### src/ppu_pkg.sv
`default_nettype none

package ppu_pkg;

  // ==============================
  // Display modes
  // ==============================

  // Encoding matches the STAT mode field
  typedef enum logic [1:0] {
    mode_hblank   = 2'd0,
    mode_vblank   = 2'd1,
    mode_oam_scan = 2'd2,
    mode_transfer = 2'd3
  } ppu_mode_t;

  // ==============================
  // Pixel types
  // ==============================

  // Color index before palette lookup
  typedef logic [1:0] color_idx_t;

  // Eight pixels, leftmost pixel in bits 15:14
  typedef logic [15:0] pix_row_t;

  // ==============================
  // Address map
  // ==============================

  localparam logic [15:0] LCDC_ADDR = 16'hFF40;
  localparam logic [15:0] STAT_ADDR = 16'hFF41;
  localparam logic [15:0] SCY_ADDR  = 16'hFF42;
  localparam logic [15:0] SCX_ADDR  = 16'hFF43;
  localparam logic [15:0] LY_ADDR   = 16'hFF44;
  localparam logic [15:0] LYC_ADDR  = 16'hFF45;
  localparam logic [15:0] BGP_ADDR  = 16'hFF47;

  localparam logic [15:0] VRAM_BASE = 16'h8000;
  localparam int          VRAM_SIZE = 8192;

  // 32 x 32 tile map, offset inside VRAM
  localparam logic [12:0] TILE_MAP_BASE = 13'h1800;

endpackage

`default_nettype wire

### src/ppu_timing.sv
`timescale 1ns/1ps
`default_nettype none

module ppu_timing #(
  parameter int SCREEN_H      = 16,
  parameter int DOTS_PER_LINE = 128,
  parameter int OAM_DOTS      = 20,
  parameter int VBLANK_LINES  = 2
) (
  input  logic               clk,
  input  logic               reset,
  input  logic               line_done,
  output ppu_pkg::ppu_mode_t mode,
  output logic [7:0]         ly,
  output logic               xfer_start,
  output logic               frame_done
);
  import ppu_pkg::*;

  localparam int DOT_W = $clog2(DOTS_PER_LINE);

  localparam logic [DOT_W-1:0] LAST_DOT  = DOT_W'(DOTS_PER_LINE - 1);
  localparam logic [DOT_W-1:0] OAM_LAST  = DOT_W'(OAM_DOTS - 1);
  localparam logic [7:0]       LAST_VIS  = 8'(SCREEN_H - 1);
  localparam logic [7:0]       LAST_LINE = 8'(SCREEN_H + VBLANK_LINES - 1);

  logic [DOT_W-1:0] dot;

  always_ff @(posedge clk or posedge reset) begin
    if (reset) begin
      dot        <= '0;
      ly         <= 8'd0;
      mode       <= mode_oam_scan;
      xfer_start <= 1'b0;
      frame_done <= 1'b0;
    end else begin
      xfer_start <= 1'b0;
      frame_done <= 1'b0;
      if (dot == LAST_DOT) begin
        // Line wrap, pick the mode of the next line
        dot <= '0;
        if (ly == LAST_LINE) begin
          ly         <= 8'd0;
          mode       <= mode_oam_scan;
          frame_done <= 1'b1;
        end else begin
          ly   <= ly + 8'd1;
          mode <= (ly >= LAST_VIS) ? mode_vblank : mode_oam_scan;
        end
      end else begin
        dot <= dot + 1'b1;
        case (mode)
          mode_oam_scan: begin
            if (dot == OAM_LAST) begin
              mode       <= mode_transfer;
              xfer_start <= 1'b1;
            end
          end
          // Variable length, ends when the last pixel is out
          mode_transfer: begin
            if (line_done) begin
              mode <= mode_hblank;
            end
          end
          default: ;
        endcase
      end
    end
  end

endmodule

`default_nettype wire

### config.mk
export PLATFORM = sky130hd
export DESIGN_NAME = ppu_timing
export DESIGN_NICKNAME = d
export VERILOG_FILES = /design/src/ppu_pkg.sv /design/src/ppu_timing.sv
export SDC_FILE = /design/constraint.sdc
export NUM_CORES = 1
export LEC_CHECK = 0
export ABC_AREA = 1
export BUFFER_PORTS_ARGS = -buffer_cell sky130_fd_sc_hd__buf_2
export CORE_MARGIN = 3
export CORE_UTILIZATION = 35
export CTS_BUF_LIST = sky130_fd_sc_hd__clkbuf_8
export DETAILED_ROUTE_END_ITERATION = 6
export SYNTH_ARGS = -nofsm -noshare
export SYNTH_HDL_FRONTEND = slang
export SYNTH_SLANG_ARGS = --single-unit
### constraint.sdc
create_clock -name clk -period 1.4 [get_ports clk]
set_input_delay 0.35 -clock clk [delete_from_list [all_inputs] [get_ports clk]]
set_output_delay 0.35 -clock clk [all_outputs]
set_load 0.03 [all_outputs]
==> impl_metrics.csv, run 1 <==
group,metric,value,unit
global_route,global_route_layer_with_the_greatest_usage,"met2",
global_route,grt_pass1_vias,771,
cts,cts-root-to-sink-buffers,2,
routing,drt_first_iter_violations,20,
timing,final_max_slew_viol_count,0,
synth,syn_nets,129,
timing,slew_headroom,0.791,
power,peakVddDrop,0.554,mV
power,cell_pwr_density,754,nW/um2
cts,clock_latency,0.26,ns
setup_path,timing.critical_path.max_delay_family,"flip-flops",
synth,synth_flop_cell,"dfrtp_1",
timing,fin_skew,0.00173,ns
timing,fmax,730,MHz
synth,proportion_of_synthesized_flip_flops_having_asynchronous_set_or_reset,1.00,
floorplan,die_height,60.4,um
layout,final_area,1250,um2
timing,finalHoldViolCount,0,
global_route,met3_usage,0.0447,
power,power.total,0.000944,W
synth,yosys.cell_count.top_type,"nand2_1",
synth,synth.distinct_cells,24,
global_route,grt_antenna_before_repair,0,
setup_path,cpMaxStageDelayCell,"dfstp_2",
global_route,grt_pass1_wl,3490,um
synth,synth_common_cells,"30 x nand2_1, 18 x dfrtp_1, 18 x nor2_1",
setup_path,worst-path-buf-inv,1,
floorplan,die_width,60.4,um
cts,cts_htree_levels,1,
setup_path,critPathMaxStageDelay,0.57,ns
routing,drt_pre_antenna_iters,5,
routing,routed_wirelength,2140,um
floorplan,coreArea,2780,um2
power,static-leakage-power,0.662,nW
global_route,grt_util_met1,0.168,
cts,path_clk_slew,0.07,ns
layout,layout-drive-gt1-share,0.265,
cts,cts-hold-fix-buffers,0,
layout,areaGrowthSynthToFinish,20.6,%
timing,setup_tns_after_final_layout,0,ns
cts,root_buffer,"clkbuf_8",
cts,cts_buffers,3,
routing,drt-wirelength-per-cell,12.0,um
synth,synth_sequential_area_ratio,0.460,
global_route,grt_use_total,0.125,
synth,avg_synthesized_cell_area,8.43,um2
synth,yosys.area.top_type,"dfrtp_1",
floorplan,die_area,3650,um2
synth,mappedNetlistArea,1040,um2
global_route,global_route.overflow_total,0,
synth,netlist.area_leader.share,0.434,
global_route,gr-usage-met2,0.199,
routing,drtAntennaViolNets,0,
floorplan,boundaryPins,15,
setup_path,setup.worst_path.class,"reg2out",
placement,dp_hpwl,1540,um
flow_run,max_cap_violations,0,
layout,antennaDiodeCount,0,
layout,num-nets-final,154,
placement,globalplace.congestion,0.859,
cts,cts_num_sinks,19,
setup_path,setup.worst_path.start_class,"register",
floorplan,num_rows,19,
setup_path,worst_path_max_fanout,5,
placement,post_dp_area,1170,um2
timing,report.final.setup_viol,0,
setup_path,timing.critical_path.required,1.05,ns
timing,timing_worst_slew_pin_value,0.313,ns
outcome,outcome,"completed",
routing,detailroute.via_count,869,
routing,via_per_inst,4.88,
synth,synth-warning-count,0,
floorplan,starting_density_of_the_core,0.373,
min_path,holdCritPathClass,"in2async",
cts,tritoncts,"yes",
timing,fin_crit,1.37,ns
synth,ys_seq_elements,19,
setup_path,worstPathCellList,"clkbuf_4",
timing,final.period_utilization,0.979,
setup_path,worst_setup_ep_type,"output port",
synth,synth-edff-count,0,
setup_path,timing.critical_path.arrival,1.02,ns
placement,number_of_port_buffers,14,
synth,syn_inst,123,
routing,drt_drc_violations_left,0,
synth,post_synth_main_area_contributors,"dfrtp_1 43%, nand2_1 11%, nor2_1 6.5%",
global_route,grt_max_degree,14,
-- metrics by stage --
step | cells | utilization | worst slack [ns] | hold slack (ns)
2_1_floorplan | 123 | - | 0.0276 | 0.300
3_3_place_gp | 173 | 0.422 | 0.0721 | 0.319
3_5_place_dp | 173 | 0.422 | 0.0218 | 0.317
4_1_cts | 177 | 0.438 | 0.00429 | 0.0376
5_1_grt | 178 | 0.450 | -0.0351 | 0.0567
6_report | 178 | 0.450 | 0.0296 | 0.0281
-- final timing paths --
path	from	to	slack, ns	depth (start not counted)
max in group asynchronous	reset	ly[3]	0.97	3
hold reg to reg	dot[0]	dot[0]	0.51	1
setup reg to reg	ly[1]	ly[1]	0.08	8
min in group clk	line_done	mode[1]	0.47	6
setup / recovery	mode[1]	mode[1]	0.03	1
hold / removal	reset	mode[0]	0.03	2
-- routing by layer --
metal	share of wire	vias up
li1	-	430
met4	0.0084	0
met1	0.48	412
met2	0.46	23
met3	0.053	4
met5	0	-
-- layout make-up --
cell class | count | area (um2)
Timing Repair Buffer | 20 | 118
Multi-Input combinational cell | 87 | 508
Fill cell | 277 | 1530
Tap cell | 31 | 38.8
Clock buffer | 3 | 41.3
Inverter | 17 | 63.8
Clock inverter | 1 | 3.75
Sequential cell | 19 | 478
-- flip-flops by register name (all words and copies together), names as in the netlist --
| signal | flops |
|---|---|
| dot | 7 |
| frame_done | 1 |
| ly | 8 |
| mode | 2 |
| xfer_start | 1 |
-- cell families after synthesis --
group           synth area share
simple gates               0.328
compound gates            0.0446
flops                      0.460
fa+ha+maj                 0.0362
buf+inv                   0.0808
xor+xnor                  0.0507
-- placed cells by master (no fill, tap or decap) --
cell type and count:
nand3_4 1, nand4_1 1, xor2_1 4, o21ai_0 2, buf_2 13, inv_2 1
o22ai_2 1, xnor2_1 2, a21oi_1 3, nand2_1 28, clkbuf_8 3, buf_4 6
ha_2 1, nor2_1 18, nand2_2 2, nor3_1 3, nor2_8 1, inv_1 17
dfrtp_2 1, or2_2 1, nand3b_1 1, ha_4 1, nand2_4 1, nand3_1 11
dfstp_2 1, nor2_4 2, a21oi_2 1, clkbuf_4 1, dfrtp_1 17, nand3_2 1
ha_1 1
-- report_power, final --
group	switching (W)	total, W	internal, W
Clock	0.000182	0.000377	0.000195
Sequential	0	0.000549	0.000549
Combinational	0.0000125	0.0000184	0.00000591
-- repair_timing --
action	in CTS	in global routing
buffers inserted	0	0
gates resized for setup	0	6
endpoints found under the setup margin	0	9
(Power assumes the default switching activity.)
==> run 2: changes to the inputs <==
- ABC_AREA: 1 -> not set
==> impl_metrics.csv, run 2 <==
group,metric,value,unit
outcome,outcome,"complete, but fails checks",
outcome,violations_in_the_final_reports,"setup timing",
synth,synthSimpleGateAreaFrac,0.243,
cts,cts_buffers,3,
routing,drt_drc_violations_left,0,
timing,timing_worst_slew_pin_value,0.336,ns
cts,cts_num_sinks,19,
global_route,grt_pass1_wl,3570,um
power,power.share.switching,0.225,
cts,cts_htree_levels,1,
layout,mostFrequentLayoutCells,"26 x buf_4, 16 x dfrtp_1, 13 x buf_2",
setup_path,timing.critical_path.from,"dot[1]",
timing,final_max_slew_viol_count,0,
power,static-leakage-power,0.694,nW
power,net-switching-power,0.000225,W
cts,path_clk_slew,0.07,ns
synth,syn_inst,85,
floorplan,die_width,56.7,um
synth,mappedNetlistArea,901,um2
setup_path,worst_case_reg_to_reg_path_depth,5,
power,pwr-share-clk,0.384,
global_route,grt_use_total,0.144,
synth,synth_top_family_by_area,"simple AND/OR/NAND/NOR gates",
synth,syn_nets,91,
synth,avg_synthesized_cell_area,10.6,um2
cts,tritoncts,"yes",
placement,pre_cts_ws,-0.126,ns
routing,drtAntennaViolNets,0,
setup_path,worst_setup_ep_type,"register",
power,cell_pwr_density,726,nW/um2
setup_path,cpMaxStageDelayCell,"or3_4",
timing,slew_headroom,0.774,
layout,num-nets-final,139,
synth,synth-edff-count,0,
layout,areaGrowthSynthToFinish,52.4,%
setup_path,worst_path_max_fanout,7,
setup_path,rr_endpoint,"ly[4]",
routing,route.met3.wl,78,um
setup_path,setup.worst_path.class,"reg2reg",
layout,layoutNonFillerInstCount,160,
routing,detailroute.via_count,788,
synth,synth_mux_area_frac,0.0125,
floorplan,boundaryPins,15,
layout,largest_register_ffs,8,
synth,synth-warning-count,0,
floorplan,num_rows,17,
placement,dp_hpwl,1480,um
placement,globalplace.congestion,0.745,
setup_path,worstReg2RegStart,"dot[1]",
setup_path,setup.worst_path.start_class,"register",
cts,root_buffer,"clkbuf_8",
synth,synth_flop_cell,"dfrtp_1",
timing,fin_crit,1.55,ns
routing,dr.max_layer_used,"met4",
synth,synth.distinct_cells,28,
layout,reg.largest.list,"ly (8), dot (7), mode (2)",
cts,clock_latency,0.26,ns
synth,synth-xor-area-share,0.0778,
power,power.total,0.000997,W
setup_path,worst-path-buf-inv,0,
setup_path,timing.critical_path.arrival,1.73,ns
synth,adder_cell_area_share_of_the_yosys_netlist,0.0417,
setup_path,r2r_slack,-0.15,ns
timing,final.period_utilization,1.10,
global_route,grt_max_degree,12,
synth,synth_common_cells,"18 x dfrtp_1, 13 x nand2_1, 6 x nand3_1, 6 x nor2_1, 6 x xor2_1",
routing,via_per_inst,4.93,
timing,hold_slack,0.0718,ns
setup_path,worstPathCellList,"ha_2 -> nand2_2 -> or3_4 -> or3_4 -> o21ai_1",
global_route,global_route.overflow_total,0,
timing,finalHoldViolCount,0,
floorplan,starting_density_of_the_core,0.389,
placement,post_dp_area,1190,um2
placement,number_of_port_buffers,14,
power,internal_power,0.000772,W
routing,dr_wl_met2,1090,um
synth,yosys.area.top_type,"dfrtp_1",
flow_run,max_cap_violations,0,
power,comb_power_share,0.053,
layout,layout_commonest_cell,"buf_4",
cts,cts-hold-fix-buffers,0,
timing,fin_skew,0.00249,ns
setup_path,timing.critical_path.required,1.59,ns
min_path,holdCritPathClass,"in2async",
floorplan,die_area,3220,um2
timing,report.final.setup_viol,10,
routing,drt-wirelength-per-cell,13.6,um
timing,final_critical_path_setup_slack,-0.145,ns
synth,proportion_of_synthesized_flip_flops_having_asynchronous_set_or_reset,1.00,
setup_path,critPathMaxStageDelay,0.45,ns
layout,layout-drive-gt1-share,0.561,
layout,top_register,"ly",
synth,synth_compound_area_frac,0.0708,
routing,routed_wirelength,2180,um
routing,detail_route.wirelength.met1,1010,um
setup_path,timing.critical_path.mode_cell,"or3_4",
global_route,grt_antenna_before_repair,0,
timing,grt_setup_unrepaired,"yes",
synth,synth_sequential_area_ratio,0.529,
global_route,grt_pass1_vias,735,
synth,yosys.cell_count.top_type,"dfrtp_1",
layout,final_area,1370,um2
synth,post_synth_main_area_contributors,"dfrtp_1 50%, xor2_1 5.8%, nand2_1 5.4%",
placement,dp.cells,148,
routing,drt_first_iter_violations,5,
floorplan,die_height,56.7,um
power,p_seq_frac,0.563,
setup_path,timing.critical_path.max_delay_family,"simple AND/OR/NAND/NOR gates",
layout,antennaDiodeCount,0,
floorplan,coreArea,2320,um2
power,peakVddDrop,0.433,mV
synth,netlist.area_leader.share,0.500,
timing,fmax,647,MHz
routing,drt_pre_antenna_iters,4,
synth,ys_seq_elements,19,
cts,cts-root-to-sink-buffers,2,
## run 2: cell count changes after synthesis, sizes merged, moves of 2 or more
cell and delta:
a21oi -2, or3 +2, nor4 +2, nand3 -7, nor2b +3, inv -14, nand2 -17, nor2 -14
xor2 +2
## run 2: how the worst max path moves through the flow
| stage | cells past startpoint | to | slack, ns |
|---|---|---|---|
| after floorplan | 6 | ly[7] | -0.13 |
| after global placement | 5 | ly[4] | -0.07 |
| after detailed placement | 4 | mode[0] | -0.13 |
| after CTS | 4 | mode[0] | -0.11 |
| after global routing | 5 | ly[4] | -0.18 |
| final | 5 | ly[4] | -0.15 |
## run 2: cells by family (layout without fill, tap and decap cells)
logic type / after synthesis / in the layout
AOI/OAI and AO/OA: 10 / 10
xor gates and xnor gates: 8 / 8
adders and majority gates: 3 / 3
buffers and inverters: 4 / 51
DFF: 19 / 19
muxes: 1 / 1
and+or+nand+nor: 40 / 40
## run 2: worst min-delay path, stage by stage
cell and delay [ns]:
buf_2 0.09, inv_1 0.06, buf_4 0.17
## run 2: power by group through the flow
stage	combinational, W	sequential [W]	clock (W)
floorplan	0.0000139	0.000581	0
global placement	0.0000461	0.000570	0
detailed placement	0.0000470	0.000571	0
CTS	0.0000493	0.000561	0.000386
global route	0.0000583	0.000563	0.000419
finish	0.0000533	0.000561	0.000383
## run 2: repair_timing
| item | 4_1_cts | 5_1_grt |
|---|---|---|
| resized for setup | 9 | 13 |
| setup endpoints to repair | 11 | 15 |
| pin swaps | 6 | 7 |
| buffers inserted | 3 | 5 |
## run 2: area by class of cell
type,instances,area (um2)
Fill cell,198,946
Multi-Input combinational cell,62,485
Sequential cell,19,479
Timing Repair Buffer,44,317
Clock buffer,3,41.3
Tap cell,28,35.0
Inverter,3,11.3
Clock inverter,1,3.75
## run 2: per-layer routing
layer	up-vias	GRT usage
met5	-	0
met4	0	0.0596
met3	2	0.0230
met2	14	0.213
met1	389	0.207
li1	383	-
## run 2: per-stage QoR
step | setup TNS (ns) | util
after floorplan | -0.884 | -
after global placement | -0.147 | 0.515
after detailed placement | -0.518 | 0.515
after CTS | -0.444 | 0.557
after global routing | -1.33 | 0.592
final | -0.670 | 0.592
==> run 3: changes to the inputs <==
- CTS_BUF_LIST: sky130_fd_sc_hd__clkbuf_8 -> sky130_fd_sc_hd__clkbuf_4 sky130_fd_sc_hd__clkbuf_8
==> impl_metrics.csv, run 3 (same netlist as run 2, synthesis figures left out) <==
group,metric,value,unit
outcome,outcome,"complete, but fails checks",
outcome,violations_in_the_final_reports,"setup timing",
setup_path,worst_case_reg_to_reg_path_depth,5,
timing,setup_tns_after_final_layout,-0.582,ns
setup_path,critPathMaxStageDelay,0.45,ns
timing,timing_worst_slew_pin_value,0.324,ns
setup_path,timing.critical_path.arrival,1.77,ns
setup_path,timing.critical_path.from,"dot[1]",
cts,path_clk_slew,0.11,ns
floorplan,starting_density_of_the_core,0.389,
timing,final_critical_path_setup_slack,-0.137,ns
timing,fmax,651,MHz
routing,drt_pre_antenna_iters,4,
timing,grt_setup_unrepaired,"yes",
placement,dp.cells,148,
routing,routed_wirelength,2010,um
routing,via_per_inst,4.81,
setup_path,cpMaxStageDelayCell,"or3_4",
global_route,grt_max_degree,12,
timing,slew_headroom,0.782,
floorplan,num_rows,17,
layout,areaGrowthSynthToFinish,49.0,%
global_route,grt_pass1_vias,721,
setup_path,setup.worst_path.start_class,"register",
global_route,grt_antenna_before_repair,0,
floorplan,die_area,3220,um2
cts,cts-hold-fix-buffers,0,
cts,root_buffer,"clkbuf_4",
timing,fin_skew,0.00670,ns
layout,top_register,"ly",
layout,layout-drive-gt1-share,0.546,
cts,cts_num_sinks,19,
cts,cts_buffers,3,
layout,antennaDiodeCount,0,
setup_path,timing.critical_path.mode_cell,"or3_4",
layout,num-nets-final,137,
floorplan,die_height,56.7,um
placement,dp_hpwl,1480,um
routing,drt-wirelength-per-cell,12.7,um
cts,cts-root-to-sink-buffers,2,
power,power.total,0.000914,W
global_route,global_route.overflow_total,0,
setup_path,worst_setup_ep_type,"register",
cts,clock_latency,0.30,ns
layout,layoutNonFillerInstCount,158,
layout,reg.largest.list,"ly (8), dot (7), mode (2)",
placement,number_of_port_buffers,14,
layout,final_area,1340,um2
floorplan,die_width,56.7,um
placement,globalplace.congestion,0.745,
timing,final_max_slew_viol_count,0,
cts,tritoncts,"yes",
placement,post_dp_area,1190,um2
layout,largest_register_ffs,8,
setup_path,worst-path-buf-inv,0,
setup_path,timing.critical_path.max_delay_family,"simple AND/OR/NAND/NOR gates",
cts,cts_htree_levels,1,
setup_path,worstPathCellList,"ha_2 -> nand2_2 -> or3_4 -> or3_4 -> o21ai_1",
layout,mostFrequentLayoutCells,"25 x buf_4, 14 x dfrtp_1, 11 x nand2_1",
global_route,grt_pass1_wl,3470,um
timing,fin_crit,1.54,ns
global_route,grt_use_total,0.137,
floorplan,coreArea,2320,um2
placement,pre_cts_ws,-0.126,ns
routing,detailroute.via_count,760,
setup_path,worstReg2RegStart,"dot[1]",
setup_path,r2r_slack,-0.14,ns
timing,finalHoldViolCount,0,
setup_path,timing.critical_path.required,1.63,ns
timing,report.final.setup_viol,10,
setup_path,critical_path_depth,5,
power,cell_pwr_density,680,nW/um2
min_path,holdCritPathClass,"in2async",
timing,final.period_utilization,1.10,
power,static-leakage-power,0.668,nW
layout,layout_commonest_cell,"buf_4",
floorplan,boundaryPins,15,
flow_run,max_cap_violations,0,
routing,drt_drc_violations_left,0,
setup_path,worst_path_max_fanout,7,
setup_path,setup.worst_path.class,"reg2reg",
routing,drtAntennaViolNets,0,
power,peakVddDrop,0.455,mV
routing,drt_first_iter_violations,20,
-- run 3: metrics by stage --
stage / utilization / hold WS [ns]
after floorplan: - / 0.300
after global placement: 0.515 / 0.346
after detailed placement: 0.515 / 0.356
after CTS: 0.547 / 0.0269
after global routing: 0.579 / 0.0180
final: 0.579 / 0.0219
-- run 3: where the power goes --
group / internal, W / total (W) / leakage [nW] / switching, W
clock: 0.000130 / 0.000299 / 0.0184 / 0.000169
sequential: 0.000556 / 0.000562 / 0.240 / 0.00000568
combinational: 0.0000219 / 0.0000532 / 0.409 / 0.0000313
-- run 3: metal layers --
metal  wire length [um]  global-route usage  vias up
li1                   -                   -      382
met1               1010               0.203      360
met2                895               0.200       16
met3                 91              0.0368        2
met4                  9              0.0298        0
met5                  0                   0        -
-- run 3: final timing paths --
| path | end |
|---|---|
| worst min-delay path | frame_done |
| max in group asynchronous | mode[1] |
| worst min register to register | ly[7] |
| min in group clk | mode[1] |
| worst max-delay path | ly[4] |
| worst max register to register | ly[4] |
-- run 3: area by class of cell --
type                            instances  area [um2]
Fill cell                             205         976
Sequential cell                        19         482
Multi-Input combinational cell         62         468
Timing Repair Buffer                   42         317
Tap cell                               28        35.0
Clock buffer                            4        30.0
Inverter                                3        11.3
-- run 3: worst min-delay path, stage by stage --
cell,delay [ns]
buf_2,0.09
inv_1,0.06
buf_4,0.17
-- run 3: timing repair --
action                     4_1_cts  5_1_grt
resized for setup                9       18
buffers inserted                 2        4
pin swaps                        6        8
setup endpoints to repair       11       21
